===== src/verilog/cache_pkg.sv =====
/* Instruction cache line geometry and the states of the line refill FSM */
package cache_pkg;

    // Four 16-bit words per line
    localparam int LINE_WORDS = 4;

    // Word offset bits inside a line
    localparam int OFFSET_W = $clog2(LINE_WORDS);

    // Whole line arrives in one beat
    localparam int LINE_W = 64;

    // Refill FSM
    typedef enum logic [1:0] {
        CS_LOOKUP  = 2'd0,  // Tag compare on the fetch address
        CS_REQUEST = 2'd1,  // One-cycle memory request
        CS_REFILL  = 2'd2   // Wait for mem_valid
    } cache_state_t;

    // Lowest word address sits in the lowest bits of the line
    // Line address on the bus is word aligned with offset bits zero

endpackage


===== src/verilog/fetch_pkg.sv =====
/* Fetch side widths and the kind tag of a pending PC redirect */
package fetch_pkg;

    // Word-addressed PC with one instruction per word
    localparam int ADDR_W  = 16;
    localparam int INSTR_W = 16;

    // What the redirect latch is holding
    typedef enum logic [1:0] {
        REDIR_NONE   = 2'd0,    // Nothing parked
        REDIR_BRANCH = 2'd1,    // Taken branch waiting for cache_ready
        REDIR_RETURN = 2'd2     // Return target, goes straight to the PC
    } redirect_kind_t;

    // A return never waits in the latch
    // Only REDIR_BRANCH is ever parked
    // REDIR_RETURN marks the strobe cycle in the PC select

endpackage


===== src/verilog/fetch_unit.sv =====
/* Instruction fetch top level holding the program counter and the
   next-PC select around the redirect latch and the instruction cache */
`timescale 1ns/1ps

module fetch_unit
    import fetch_pkg::*, cache_pkg::*;
#(
    parameter int SETS = 16                     // Cache lines
) (
    input  logic               clk,
    input  logic               rst,
    input  logic               stall,           // Downstream data hazard
    input  logic               redirect,        // One-cycle strobe
    input  logic               redirect_ret,    // Sampled with redirect
    input  logic [ADDR_W-1:0]  redirect_target,
    input  logic               mem_valid,
    input  logic [LINE_W-1:0]  mem_line,
    output logic [ADDR_W-1:0]  pc,
    output logic [INSTR_W-1:0] instr,
    output logic               instr_valid,
    output logic               mem_req,
    output logic [ADDR_W-1:0]  mem_addr
);

    // Redirect latch side
    logic              take_redirect;
    logic [ADDR_W-1:0] take_target;
    redirect_kind_t    pending_kind;

    // Cache side
    logic               cache_ready;
    logic [INSTR_W-1:0] cache_word;

    // PC select
    redirect_kind_t    redir_kind;
    logic              fetch_ok;
    logic [ADDR_W-1:0] pc_next;

    redirect_latch redirect_latch_i (
        .clk             (clk),
        .rst             (rst),
        .redirect        (redirect),
        .redirect_ret    (redirect_ret),
        .redirect_target (redirect_target),
        .cache_ready     (cache_ready),
        .take_redirect   (take_redirect),
        .take_target     (take_target),
        .pending_kind    (pending_kind)
    );

    icache_ctrl #(
        .SETS (SETS)
    ) icache_ctrl_i (
        .clk         (clk),
        .rst         (rst),
        .addr        (pc),
        .mem_valid   (mem_valid),
        .mem_line    (mem_line),
        .cache_ready (cache_ready),
        .cache_word  (cache_word),
        .mem_req     (mem_req),
        .mem_addr    (mem_addr)
    );

    // Which redirect acts on this edge, return first
    always_comb begin
        if (redirect && redirect_ret) begin
            redir_kind = REDIR_RETURN;
        end else if (take_redirect) begin
            redir_kind = REDIR_BRANCH;
        end else begin
            redir_kind = REDIR_NONE;
        end
    end

    // A fetch counts only on a hit with no stall and no redirect in play
    // Word under a parked branch is wrong path
    assign fetch_ok = cache_ready && !stall
                      && (pending_kind == REDIR_NONE)
                      && (redir_kind != REDIR_RETURN);

    // Next PC
    always_comb begin
        pc_next = pc;                           // Hold by default
        case (redir_kind)
            REDIR_RETURN: pc_next = redirect_target;
            REDIR_BRANCH: pc_next = take_target;
            default: begin
                if (fetch_ok) begin
                    pc_next = pc + 1'b1;        // Sequential
                end
            end
        endcase
    end

    always_ff @(posedge clk) begin
        if (rst) begin
            pc <= '0;
        end else begin
            pc <= pc_next;
        end
    end

    assign instr       = cache_word;
    assign instr_valid = fetch_ok;

    // Stall freezes the PC unless a redirect acts
    a_stall_holds_pc: assert property (
        @(posedge clk) disable iff (rst)
        stall && !(redirect && redirect_ret) && !take_redirect |=> $stable(pc)
    ) else $error("fetch_unit moved the PC during a stall");

endmodule


===== src/verilog/icache_ctrl.sv =====
/* Direct-mapped read-only instruction cache with tag compare on the
   fetch address and whole-line refill from memory on a miss */
`timescale 1ns/1ps

module icache_ctrl
    import fetch_pkg::*, cache_pkg::*;
#(
    parameter int SETS = 16                 // Number of lines, power of two
) (
    input  logic               clk,
    input  logic               rst,
    input  logic [ADDR_W-1:0]  addr,        // Current PC
    input  logic               mem_valid,   // Refill data strobe
    input  logic [LINE_W-1:0]  mem_line,
    output logic               cache_ready, // Hit in lookup state
    output logic [INSTR_W-1:0] cache_word,
    output logic               mem_req,     // One pulse per miss
    output logic [ADDR_W-1:0]  mem_addr     // Line aligned word address
);

    localparam int IDX_W       = $clog2(SETS);
    localparam int TAG_W       = ADDR_W - IDX_W - OFFSET_W;
    localparam int LINE_ADDR_W = ADDR_W - OFFSET_W;

    cache_state_t state;
    cache_state_t state_next;

    // Fetch address split
    logic [OFFSET_W-1:0] word_sel;
    logic [IDX_W-1:0]    idx;
    logic [TAG_W-1:0]    tag;

    // Line storage
    logic [SETS-1:0]     valid_q;
    logic [TAG_W-1:0]    tag_q  [SETS];
    logic [LINE_W-1:0]   data_q [SETS];

    // Miss bookkeeping
    logic [LINE_ADDR_W-1:0] miss_line;
    logic [IDX_W-1:0]       miss_idx;
    logic [TAG_W-1:0]       miss_tag;

    logic              hit;
    logic              refill_done;
    logic [LINE_W-1:0] hit_line;

    assign word_sel = addr[OFFSET_W-1:0];
    assign idx      = addr[OFFSET_W +: IDX_W];
    assign tag      = addr[ADDR_W-1 -: TAG_W];

    // Combinational tag compare
    assign hit = valid_q[idx] && (tag_q[idx] == tag);

    // Word select inside the indexed line
    assign hit_line   = data_q[idx];
    assign cache_word = hit_line[word_sel*INSTR_W +: INSTR_W];

    // Only the lookup state answers the PC
    assign cache_ready = (state == CS_LOOKUP) && hit;

    assign miss_idx = miss_line[IDX_W-1:0];
    assign miss_tag = miss_line[LINE_ADDR_W-1 -: TAG_W];

    assign refill_done = (state == CS_REFILL) && mem_valid;

    // Memory side
    assign mem_req  = (state == CS_REQUEST);
    assign mem_addr = {miss_line, {OFFSET_W{1'b0}}};

    // Refill FSM
    always_comb begin
        state_next = state;
        case (state)
            CS_LOOKUP: begin
                if (!hit) begin
                    state_next = CS_REQUEST;
                end
            end
            CS_REQUEST: begin
                state_next = CS_REFILL;     // Request lasts one cycle
            end
            CS_REFILL: begin
                if (mem_valid) begin
                    state_next = CS_LOOKUP; // Lookup repeats and hits
                end
            end
            default: begin
                state_next = CS_LOOKUP;
            end
        endcase
    end

    always_ff @(posedge clk) begin
        if (rst) begin
            state <= CS_LOOKUP;
        end else begin
            state <= state_next;
        end
    end

    // Freeze the missing line address until the refill lands
    // PC may move on a return meanwhile
    always_ff @(posedge clk) begin
        if (state == CS_LOOKUP && !hit) begin
            miss_line <= addr[ADDR_W-1:OFFSET_W];
        end
    end

    // Valid bits
    always_ff @(posedge clk) begin
        if (rst) begin
            valid_q <= '0;                  // All lines invalid
        end else if (refill_done) begin
            valid_q[miss_idx] <= 1'b1;
        end
    end

    // Tag and data arrays written on the mem_valid edge
    always_ff @(posedge clk) begin
        if (refill_done) begin
            data_q[miss_idx] <= mem_line;
            tag_q[miss_idx]  <= miss_tag;
        end
    end

    // Request only from CS_REQUEST
    a_req_state: assert property (
        @(posedge clk) disable iff (rst)
        mem_req |-> state == CS_REQUEST
    ) else $error("icache_ctrl raised mem_req outside CS_REQUEST");

    // Memory answers only while a refill is outstanding
    a_valid_refill: assert property (
        @(posedge clk) disable iff (rst)
        mem_valid |-> state == CS_REFILL
    ) else $error("icache_ctrl saw mem_valid with no refill pending");

endmodule


===== src/verilog/redirect_latch.sv =====
/* Branch redirect latch that parks a taken branch target until
   the instruction cache can take a new fetch address */
`timescale 1ns/1ps

module redirect_latch
    import fetch_pkg::*;
(
    input  logic              clk,
    input  logic              rst,
    input  logic              redirect,         // One-cycle strobe
    input  logic              redirect_ret,     // Marks the strobe as a return
    input  logic [ADDR_W-1:0] redirect_target,
    input  logic              cache_ready,      // Lookup hit this cycle
    output logic              take_redirect,    // Release pulse to the PC select
    output logic [ADDR_W-1:0] take_target,
    output redirect_kind_t    pending_kind
);

    logic branch_strobe;
    logic return_strobe;

    assign branch_strobe = redirect & ~redirect_ret;
    assign return_strobe = redirect & redirect_ret;

    // Release only on a hit so a refill in flight keeps the branch parked
    assign take_redirect = (pending_kind == REDIR_BRANCH) & cache_ready;

    // Pending state
    always_ff @(posedge clk) begin
        if (rst) begin
            pending_kind <= REDIR_NONE;
        end else if (branch_strobe) begin
            pending_kind <= REDIR_BRANCH;   // Newer branch replaces older one
        end else if (return_strobe) begin
            pending_kind <= REDIR_NONE;     // Return wins over a parked branch
        end else if (take_redirect) begin
            pending_kind <= REDIR_NONE;     // Released this edge
        end
    end

    // Target word
    // A strobe on the release edge overwrites after the PC has sampled
    always_ff @(posedge clk) begin
        if (branch_strobe) begin
            take_target <= redirect_target;
        end
    end

    // Release comes only from a parked branch
    a_take_needs_pending: assert property (
        @(posedge clk) disable iff (rst)
        take_redirect |-> pending_kind != REDIR_NONE
    ) else $error("redirect_latch released with nothing pending");

endmodule

===== config.mk =====
export PLATFORM = sky130hd
export DESIGN_NAME = fetch_unit
export DESIGN_NICKNAME = d
export VERILOG_FILES = /design/src/verilog/cache_pkg.sv /design/src/verilog/fetch_pkg.sv /design/src/verilog/fetch_unit.sv /design/src/verilog/icache_ctrl.sv /design/src/verilog/redirect_latch.sv
export SDC_FILE = /design/constraint.sdc
export NUM_CORES = 1
export LEC_CHECK = 0
export BUFFER_PORTS_ARGS = -buffer_cell sky130_fd_sc_hd__buf_2
export CAP_MARGIN = 10
export CORE_MARGIN = 2
export CORE_UTILIZATION = 60
export DETAILED_ROUTE_END_ITERATION = 6
export PLACE_DENSITY_LB_ADDON = 0.15
export SYNTH_ARGS = -nofsm -noshare
export SYNTH_HDL_FRONTEND = slang
export SYNTH_HIERARCHICAL = 1
export SYNTH_SLANG_ARGS = --single-unit

===== constraint.sdc =====
create_clock -name clk -period 23.8 [get_ports clk]
set_input_delay 4.76 -clock clk [delete_from_list [all_inputs] [get_ports clk]]
set_output_delay 4.76 -clock clk [all_outputs]
set_load 0.02 [all_outputs]

== Word-level counts from Yosys, hierarchy flattened ==
Memories as Yosys holds them, arrays and structs flattened. A register that Yosys moved wholly into a read port is not among the register bits.
Cells that the tools add are included.

* Flip-flop bits (word level): 65
* RAM bits: 1,184
* Bits of input ports: 86
* Output and inout port bits: 50
* Logic and storage cells: 62
* Memories: 2

{| class="wikitable"
|+ Memory list
! name !! words !! width !! read ports !! clocked after Yosys merged registers in !! wr ports !! RTL line !! RTL
|-
| icache_ctrl_i.data_q || 16 || 64 || 1 || 1 || 1 || icache_ctrl.sv:36 || <nowiki>logic [LINE_W-1:0] data_q [SETS];</nowiki>
|-
| icache_ctrl_i.tag_q || 16 || 10 || 1 || 1 || 1 || icache_ctrl.sv:35 || <nowiki>logic [TAG_W-1:0] tag_q [SETS];</nowiki>
|}

* Add/sub/neg operators: 1
* Order comparisons: 3
* Equality and inequality tests: 8
* Shift-type cells: 1
* Mux-type cells: 20
* Bitwise logic cells: 5
* Reductions and logical operators: 16

{| class="wikitable"
|+ Operator list
! operator !! count
|-
| variable part select 64 x 7 -> 16 bit || 1
|-
| case mux 16 bit (2 select lines) || 1
|-
| adder 16 x 1 -> 16 bit, second input constant || 1
|-
| 2-to-1 mux 16 bit || 1
|-
| 2-to-1 mux 4 bit || 4
|-
| OR 16 bit || 1
|-
| equality test 10 bit || 1
|-
| < comparator 4 x 5 -> 1 bit, second input constant || 2
|-
| logical AND 1 bit || 9
|-
| 2-to-1 mux 1 bit || 8
|-
| 2-to-1 mux 2 bit || 3
|-
| inequality test 2 bit, second input constant || 3
|-
| case mux 2 bit (3 select lines) || 1
|-
| nonzero test 3 bit || 2
|-
| binary-select mux 1 bit (select 4 bit) || 1
|-
| demux 1 bit (select 4 bit) || 1
|-
| equality test 2 x 1 -> 1 bit, second input constant || 2
|-
| equality test 2 bit, second input constant || 2
|-
| >= comparator 4 x 1 -> 1 bit, second input constant || 1
|-
| logical NOT 2 bit || 2
|-
| AND 1 bit || 3
|-
| logical NOT 1 bit || 2
|-
| AND reduction 2 bit || 1
|-
| NOT 1 bit || 1
|}

== Logic depth before layout (Yosys ltp) ==
* Depth in word-level cells: 13
* Gate-level depth with buffers: 18
* Mapped depth without buffers: 12

== Cells and area by module ==
The synthesis kept the hierarchy.

{| class="wikitable"
|+ Modules (own cells, without submodules)
! module !! instances !! cells each !! area an instance (sq um) !! sequential area each (sq um)
|-
| icache_ctrl || 1 || 1,836 || 46,218.1 || 36,334.8
|-
| fetch_unit || 1 || 179 || 1,361.3 || 320.3
|-
| redirect_latch || 1 || 23 || 549.3 || 500.5
|}

== Worst setup path before layout ==
No wires, ideal clock.

* Path type: input-to-reg
* From: in mem_valid
* To: mem icache_ctrl_i.data_q[0][0], enable pin
* Setup time: 599 ps
* Data arrival time: 10,321 ps
* Required time: 23,201 ps
* Setup slack: 12,880 ps
* Cell stages on the path: 3
* Buffers on the path: 0
* Cells stage by stage: nand3b_1 or3_1 nor3_1

* Longest elaborated chain between the ends: 3

{| class="wikitable"
|+ RTL lines
! element !! RTL line !! RTL
|-
| start: declaration || fetch_unit.sv:16 || <nowiki>input logic mem_valid,</nowiki>
|-
| logical AND 1 bit || icache_ctrl.sv:64 || <nowiki>assign refill_done = (state == CS_REFILL) && mem_valid;</nowiki>
|-
| 2-to-1 mux 1 bit || icache_ctrl.sv:120 || <nowiki>if (refill_done) begin</nowiki>
|-
| 2-to-1 mux 1 bit (not written as such) || icache_ctrl.sv:121 || <nowiki>data_q[miss_idx] <= mem_line;</nowiki>
|-
| end: declaration || icache_ctrl.sv:36 ||
|}

Every way passes these cells.

== Worst setup path in the final report ==
* From: in redirect_ret
* To: out instr_valid

* Longest elaborated chain between the ends: 4

{| class="wikitable"
|+ RTL lines
! element !! RTL line !! RTL
|-
| start: declaration || fetch_unit.sv:14 || <nowiki>input logic redirect_ret,</nowiki>
|-
| logical AND 1 bit || fetch_unit.sv:67 || <nowiki>if (redirect && redirect_ret) begin</nowiki>
|-
| 2-to-1 mux 2 bit || fetch_unit.sv:67 ||
|-
| inequality test 2 bit || fetch_unit.sv:80 || <nowiki>&& (redir_kind != REDIR_RETURN);</nowiki>
|-
| logical AND 1 bit || fetch_unit.sv:80 ||
|-
| end: declaration || fetch_unit.sv:20 || <nowiki>output logic instr_valid,</nowiki>
|}

Every way passes these cells.

==> flow_summary.yaml <==
run_status:
  outcome: "complete, no violations"
floorplan:
  die_h_um: 287
  ios: 136
  start_util: 0.607
  fp.coreArea_sq_mm: 0.0793
  core.rowCount: 103
  die_area_sq_mm: 0.0825
  die_x_um: 287
logic_synthesis:
  yosys_most_used_dff: "edfxtp_1"
  netlist_top_cells_area: "edfxtp_1 (76%), mux4_2 (18%), dfxtp_1 (1.5%), mux2i_1 (0.67%), nor2_1 (0.46%)"
  ys_ff_latch: 1249
  yosysSeqAreaShare: 0.772
  yosysTopAreaCell: "edfxtp_1"
  netlist_area_sq_mm: 0.0481
  synth_top_area_share: 0.757
  async_flop_share: 0
  synthTopCellsByCount: "edfxtp_1 (1,214), mux4_2 (375), nor2_1 (59)"
  netlist_instances: 2038
  ys.warnings.count: 6
  synth-edff-count: 1214
  synth_area_per_cell_sq_um: 23.6
  yosysUniqueCellTypes: 67
  post-synth-top-count-cell: "edfxtp_1"
worst_setup_path:
  startpoint: "redirect_ret"
  cp-end-kind: "primary output"
  cp-start-kind: "input pin"
  crit_buf_inv: 2
  crit_type: "input pin to primary output"
  critical_path_required_ps: 19040
  slowest_stage: "and2_1"
  slowest_delay_ps: 580
  worst_r2r_startpoint: "pc[4]"
  r2r_slack_ps: 18050
  cp_cell_sequence: "buf_2 -> and2_1 -> nor2_1 -> buf_2"
  cp_data_arrival_time_ps: 5850
  crit_fanout: 16
  path_common_cell: "buf_2"
  crit_family: "simple AND/OR/NAND/NOR gates"
pwr:
  clkPwrFrac: 0.400
  power.internal_mw: 3.51
  p_sw_mw: 0.891
  power.density_mw_per_mm2: 82.0
  power_mw: 4.40
  seqPwrFrac: 0.558
  ir_drop_v: 0.0000657
  leakage_nw: 16.5
  power_frac_comb: 0.042
  switching_share: 0.203
routing:
  drt_first_pass_iters: 5
  routed_via_density: 6.64
  first_iter_violations: 2628
  drc: 0
  postRouteAntennaNets: 0
  drt-wirelength-per-cell_um: 31.8
  vias: 22400
  wl_mm: 107
timing:
  skew_ps: 17.7
  final-setup-viol-count: 0
  hold_viol: 0
  finalSetupTns_ps: 0
  slew_headroom: 0.262
  tightest_slew_ps: 1110
  post-route-period-util: 0.446
  final-max-slew-violation-count: 0
  fin_crit_ps: 10610
  rsz0062_at_grt: "false"
  max_clock_freq_mhz: 94.2
clocking:
  ctsRootBufferMaster: "clkbuf_16"
  cts_made_buffers: 119
  clk_pin_slew_ps: 60
  cts.sink_count: 1249
  cts_tree: "built"
  postCtsHoldBufs: 0
  h-tree-depth: 3
  cts.path.max_buffers: 3
  post_cts_buffers: 0
  ctsResizeCount: 0
  clk_latency_ps: 680
finish:
  synthToLayoutAreaGrowth_pct: 11.5
  fin_nets: 2320
  n_fill_cell: 4887
  layout-drive-gt1-share: 0.316
  final_area_sq_mm: 0.0537
  final_util: 0.677
grt:
  antenna_found_initial: 18
  grt_pass1_wl_mm: 157
  overflow: 0
  grt_max_degree: 153
  grt_pass1_vias: 23200
  track_usage: 0.268
flow_run:
  drv_cap: 0
placed_design:
  portBuffers: 133
  postPlaceCellArea_sq_mm: 0.0501
  dp_hpwl_mm: 55.1
  gp_congestion: 0.850
hold_path:
  hold_path.class: "flop to flop"
  min-delay-start: "icache_ctrl_i/valid_q[12]"
==> cells by family (layout without fill, tap and decap cells) <==
group / count (synthesis) / in the layout / share of synthesized area
XOR/XNOR: 15 / 15 / 0.00273
buffers and inverters: 116 / 401 / 0.0120
other: 2 / 9 / 0.000156
flip-flops: 1249 / 1249 / 0.772
adder cells (fa/ha/maj): 1 / 1 / 0.000260
AND/OR/NAND/NOR: 171 / 171 / 0.0189
multiplexers: 408 / 408 / 0.182
AO/OA/AOI/OAI: 76 / 76 / 0.0116
==> routing by layer <==
layer,vias up,track usage,wire (um)
met5,-,0,60
met4,10,0.0647,2520
met3,196,0.0478,8430
met2,1005,0.436,54100
met1,12100,0.386,42300
li1,9166,-,-
==> registers in the layout, indices dropped and copies added (netlist names) <==
name / count
pc: 16
icache_ctrl_i/valid_q: 16
icache_ctrl_i/state: 2
redirect_latch_i/take_target: 16
icache_ctrl_i/miss_line: 14
redirect_latch_i/pending_kind: 1
icache_ctrl_i/tag_q: 160
icache_ctrl_i/data_q: 1024
==> worst reg2reg max path, delay by kind of cell, from the launching register on <==
family,cells,cell delay [ps]
buffers and inverters,1,950
DFF,1,1030
xor gates and xnor gates,1,220
and+or+nand+nor,5,1740
muxes,2,610
AOI/OAI and AO/OA,4,1100
==> path summary, 6_finish.rpt <==
check / end / depth (start not counted)
hold / removal: icache_ctrl_i/valid_q[12] / 2
setup reg to reg: pc[5] / 13
setup / recovery: instr_valid / 4
hold reg to reg: icache_ctrl_i/valid_q[12] / 2
==> layout by cell type (no fill, tap or decap), drive strengths merged, types with 4 or more instances in the layout <==
cell | netlist | routed
edfxtp | 1214 | 1214
mux4 | 375 | 375
buf | 69 | 179
clkbuf | 37 | 161
nor2 | 59 | 59
clkinv | 0 | 42
dfxtp | 35 | 35
mux2i | 32 | 32
nand2 | 28 | 28
nand3 | 15 | 15
a21oi | 13 | 13
inv | 10 | 12
o21ai | 11 | 11
nor3 | 11 | 11
xnor2 | 9 | 9
nand4 | 8 | 8
and2 | 7 | 7
nand2b | 7 | 7
and3 | 7 | 7
diode | 0 | 6
bufinv | 0 | 6
xor2 | 6 | 6
o221ai | 6 | 6
nor2b | 6 | 6
nor4 | 6 | 6
nand3b | 5 | 5
a211oi | 5 | 5
a31oi | 5 | 5
o211ai | 4 | 4
a221oi | 4 | 4
==> final cells by class <==
type	instances	area (sq um)	share of cell area
sequential	1249	37200	0.692
timing repair buffer	179	1040	0.0193
multi-input combinational	674	10500	0.196
tap	1050	1310	0.0245
inverter	10	42.5	0.000792
clock buffer	161	3200	0.0596
antenna	6	15.0	0.000280
clock inverter	51	394	0.00734
==> power by group through the flow <==
stage	sequential, mW	combinational [mW]	clock, mW
6_report	2.46	0.185	1.76
3_5_place_dp	2.50	0.186	0
2_1_floorplan	2.50	0.113	0
5_1_grt	2.46	0.197	1.86
3_3_place_gp	2.50	0.181	0
4_1_cts	2.46	0.187	1.78
==> through the flow <==
step	setup WS, ps	hold WS, ps	cells
after floorplan	12880	435	2039
after global placement	13190	443	3162
after detailed placement	13240	454	3162
after CTS	13230	476	3374
after global routing	13160	502	3374
final	13190	476	3380
Power figures use the tool's default switching activity.
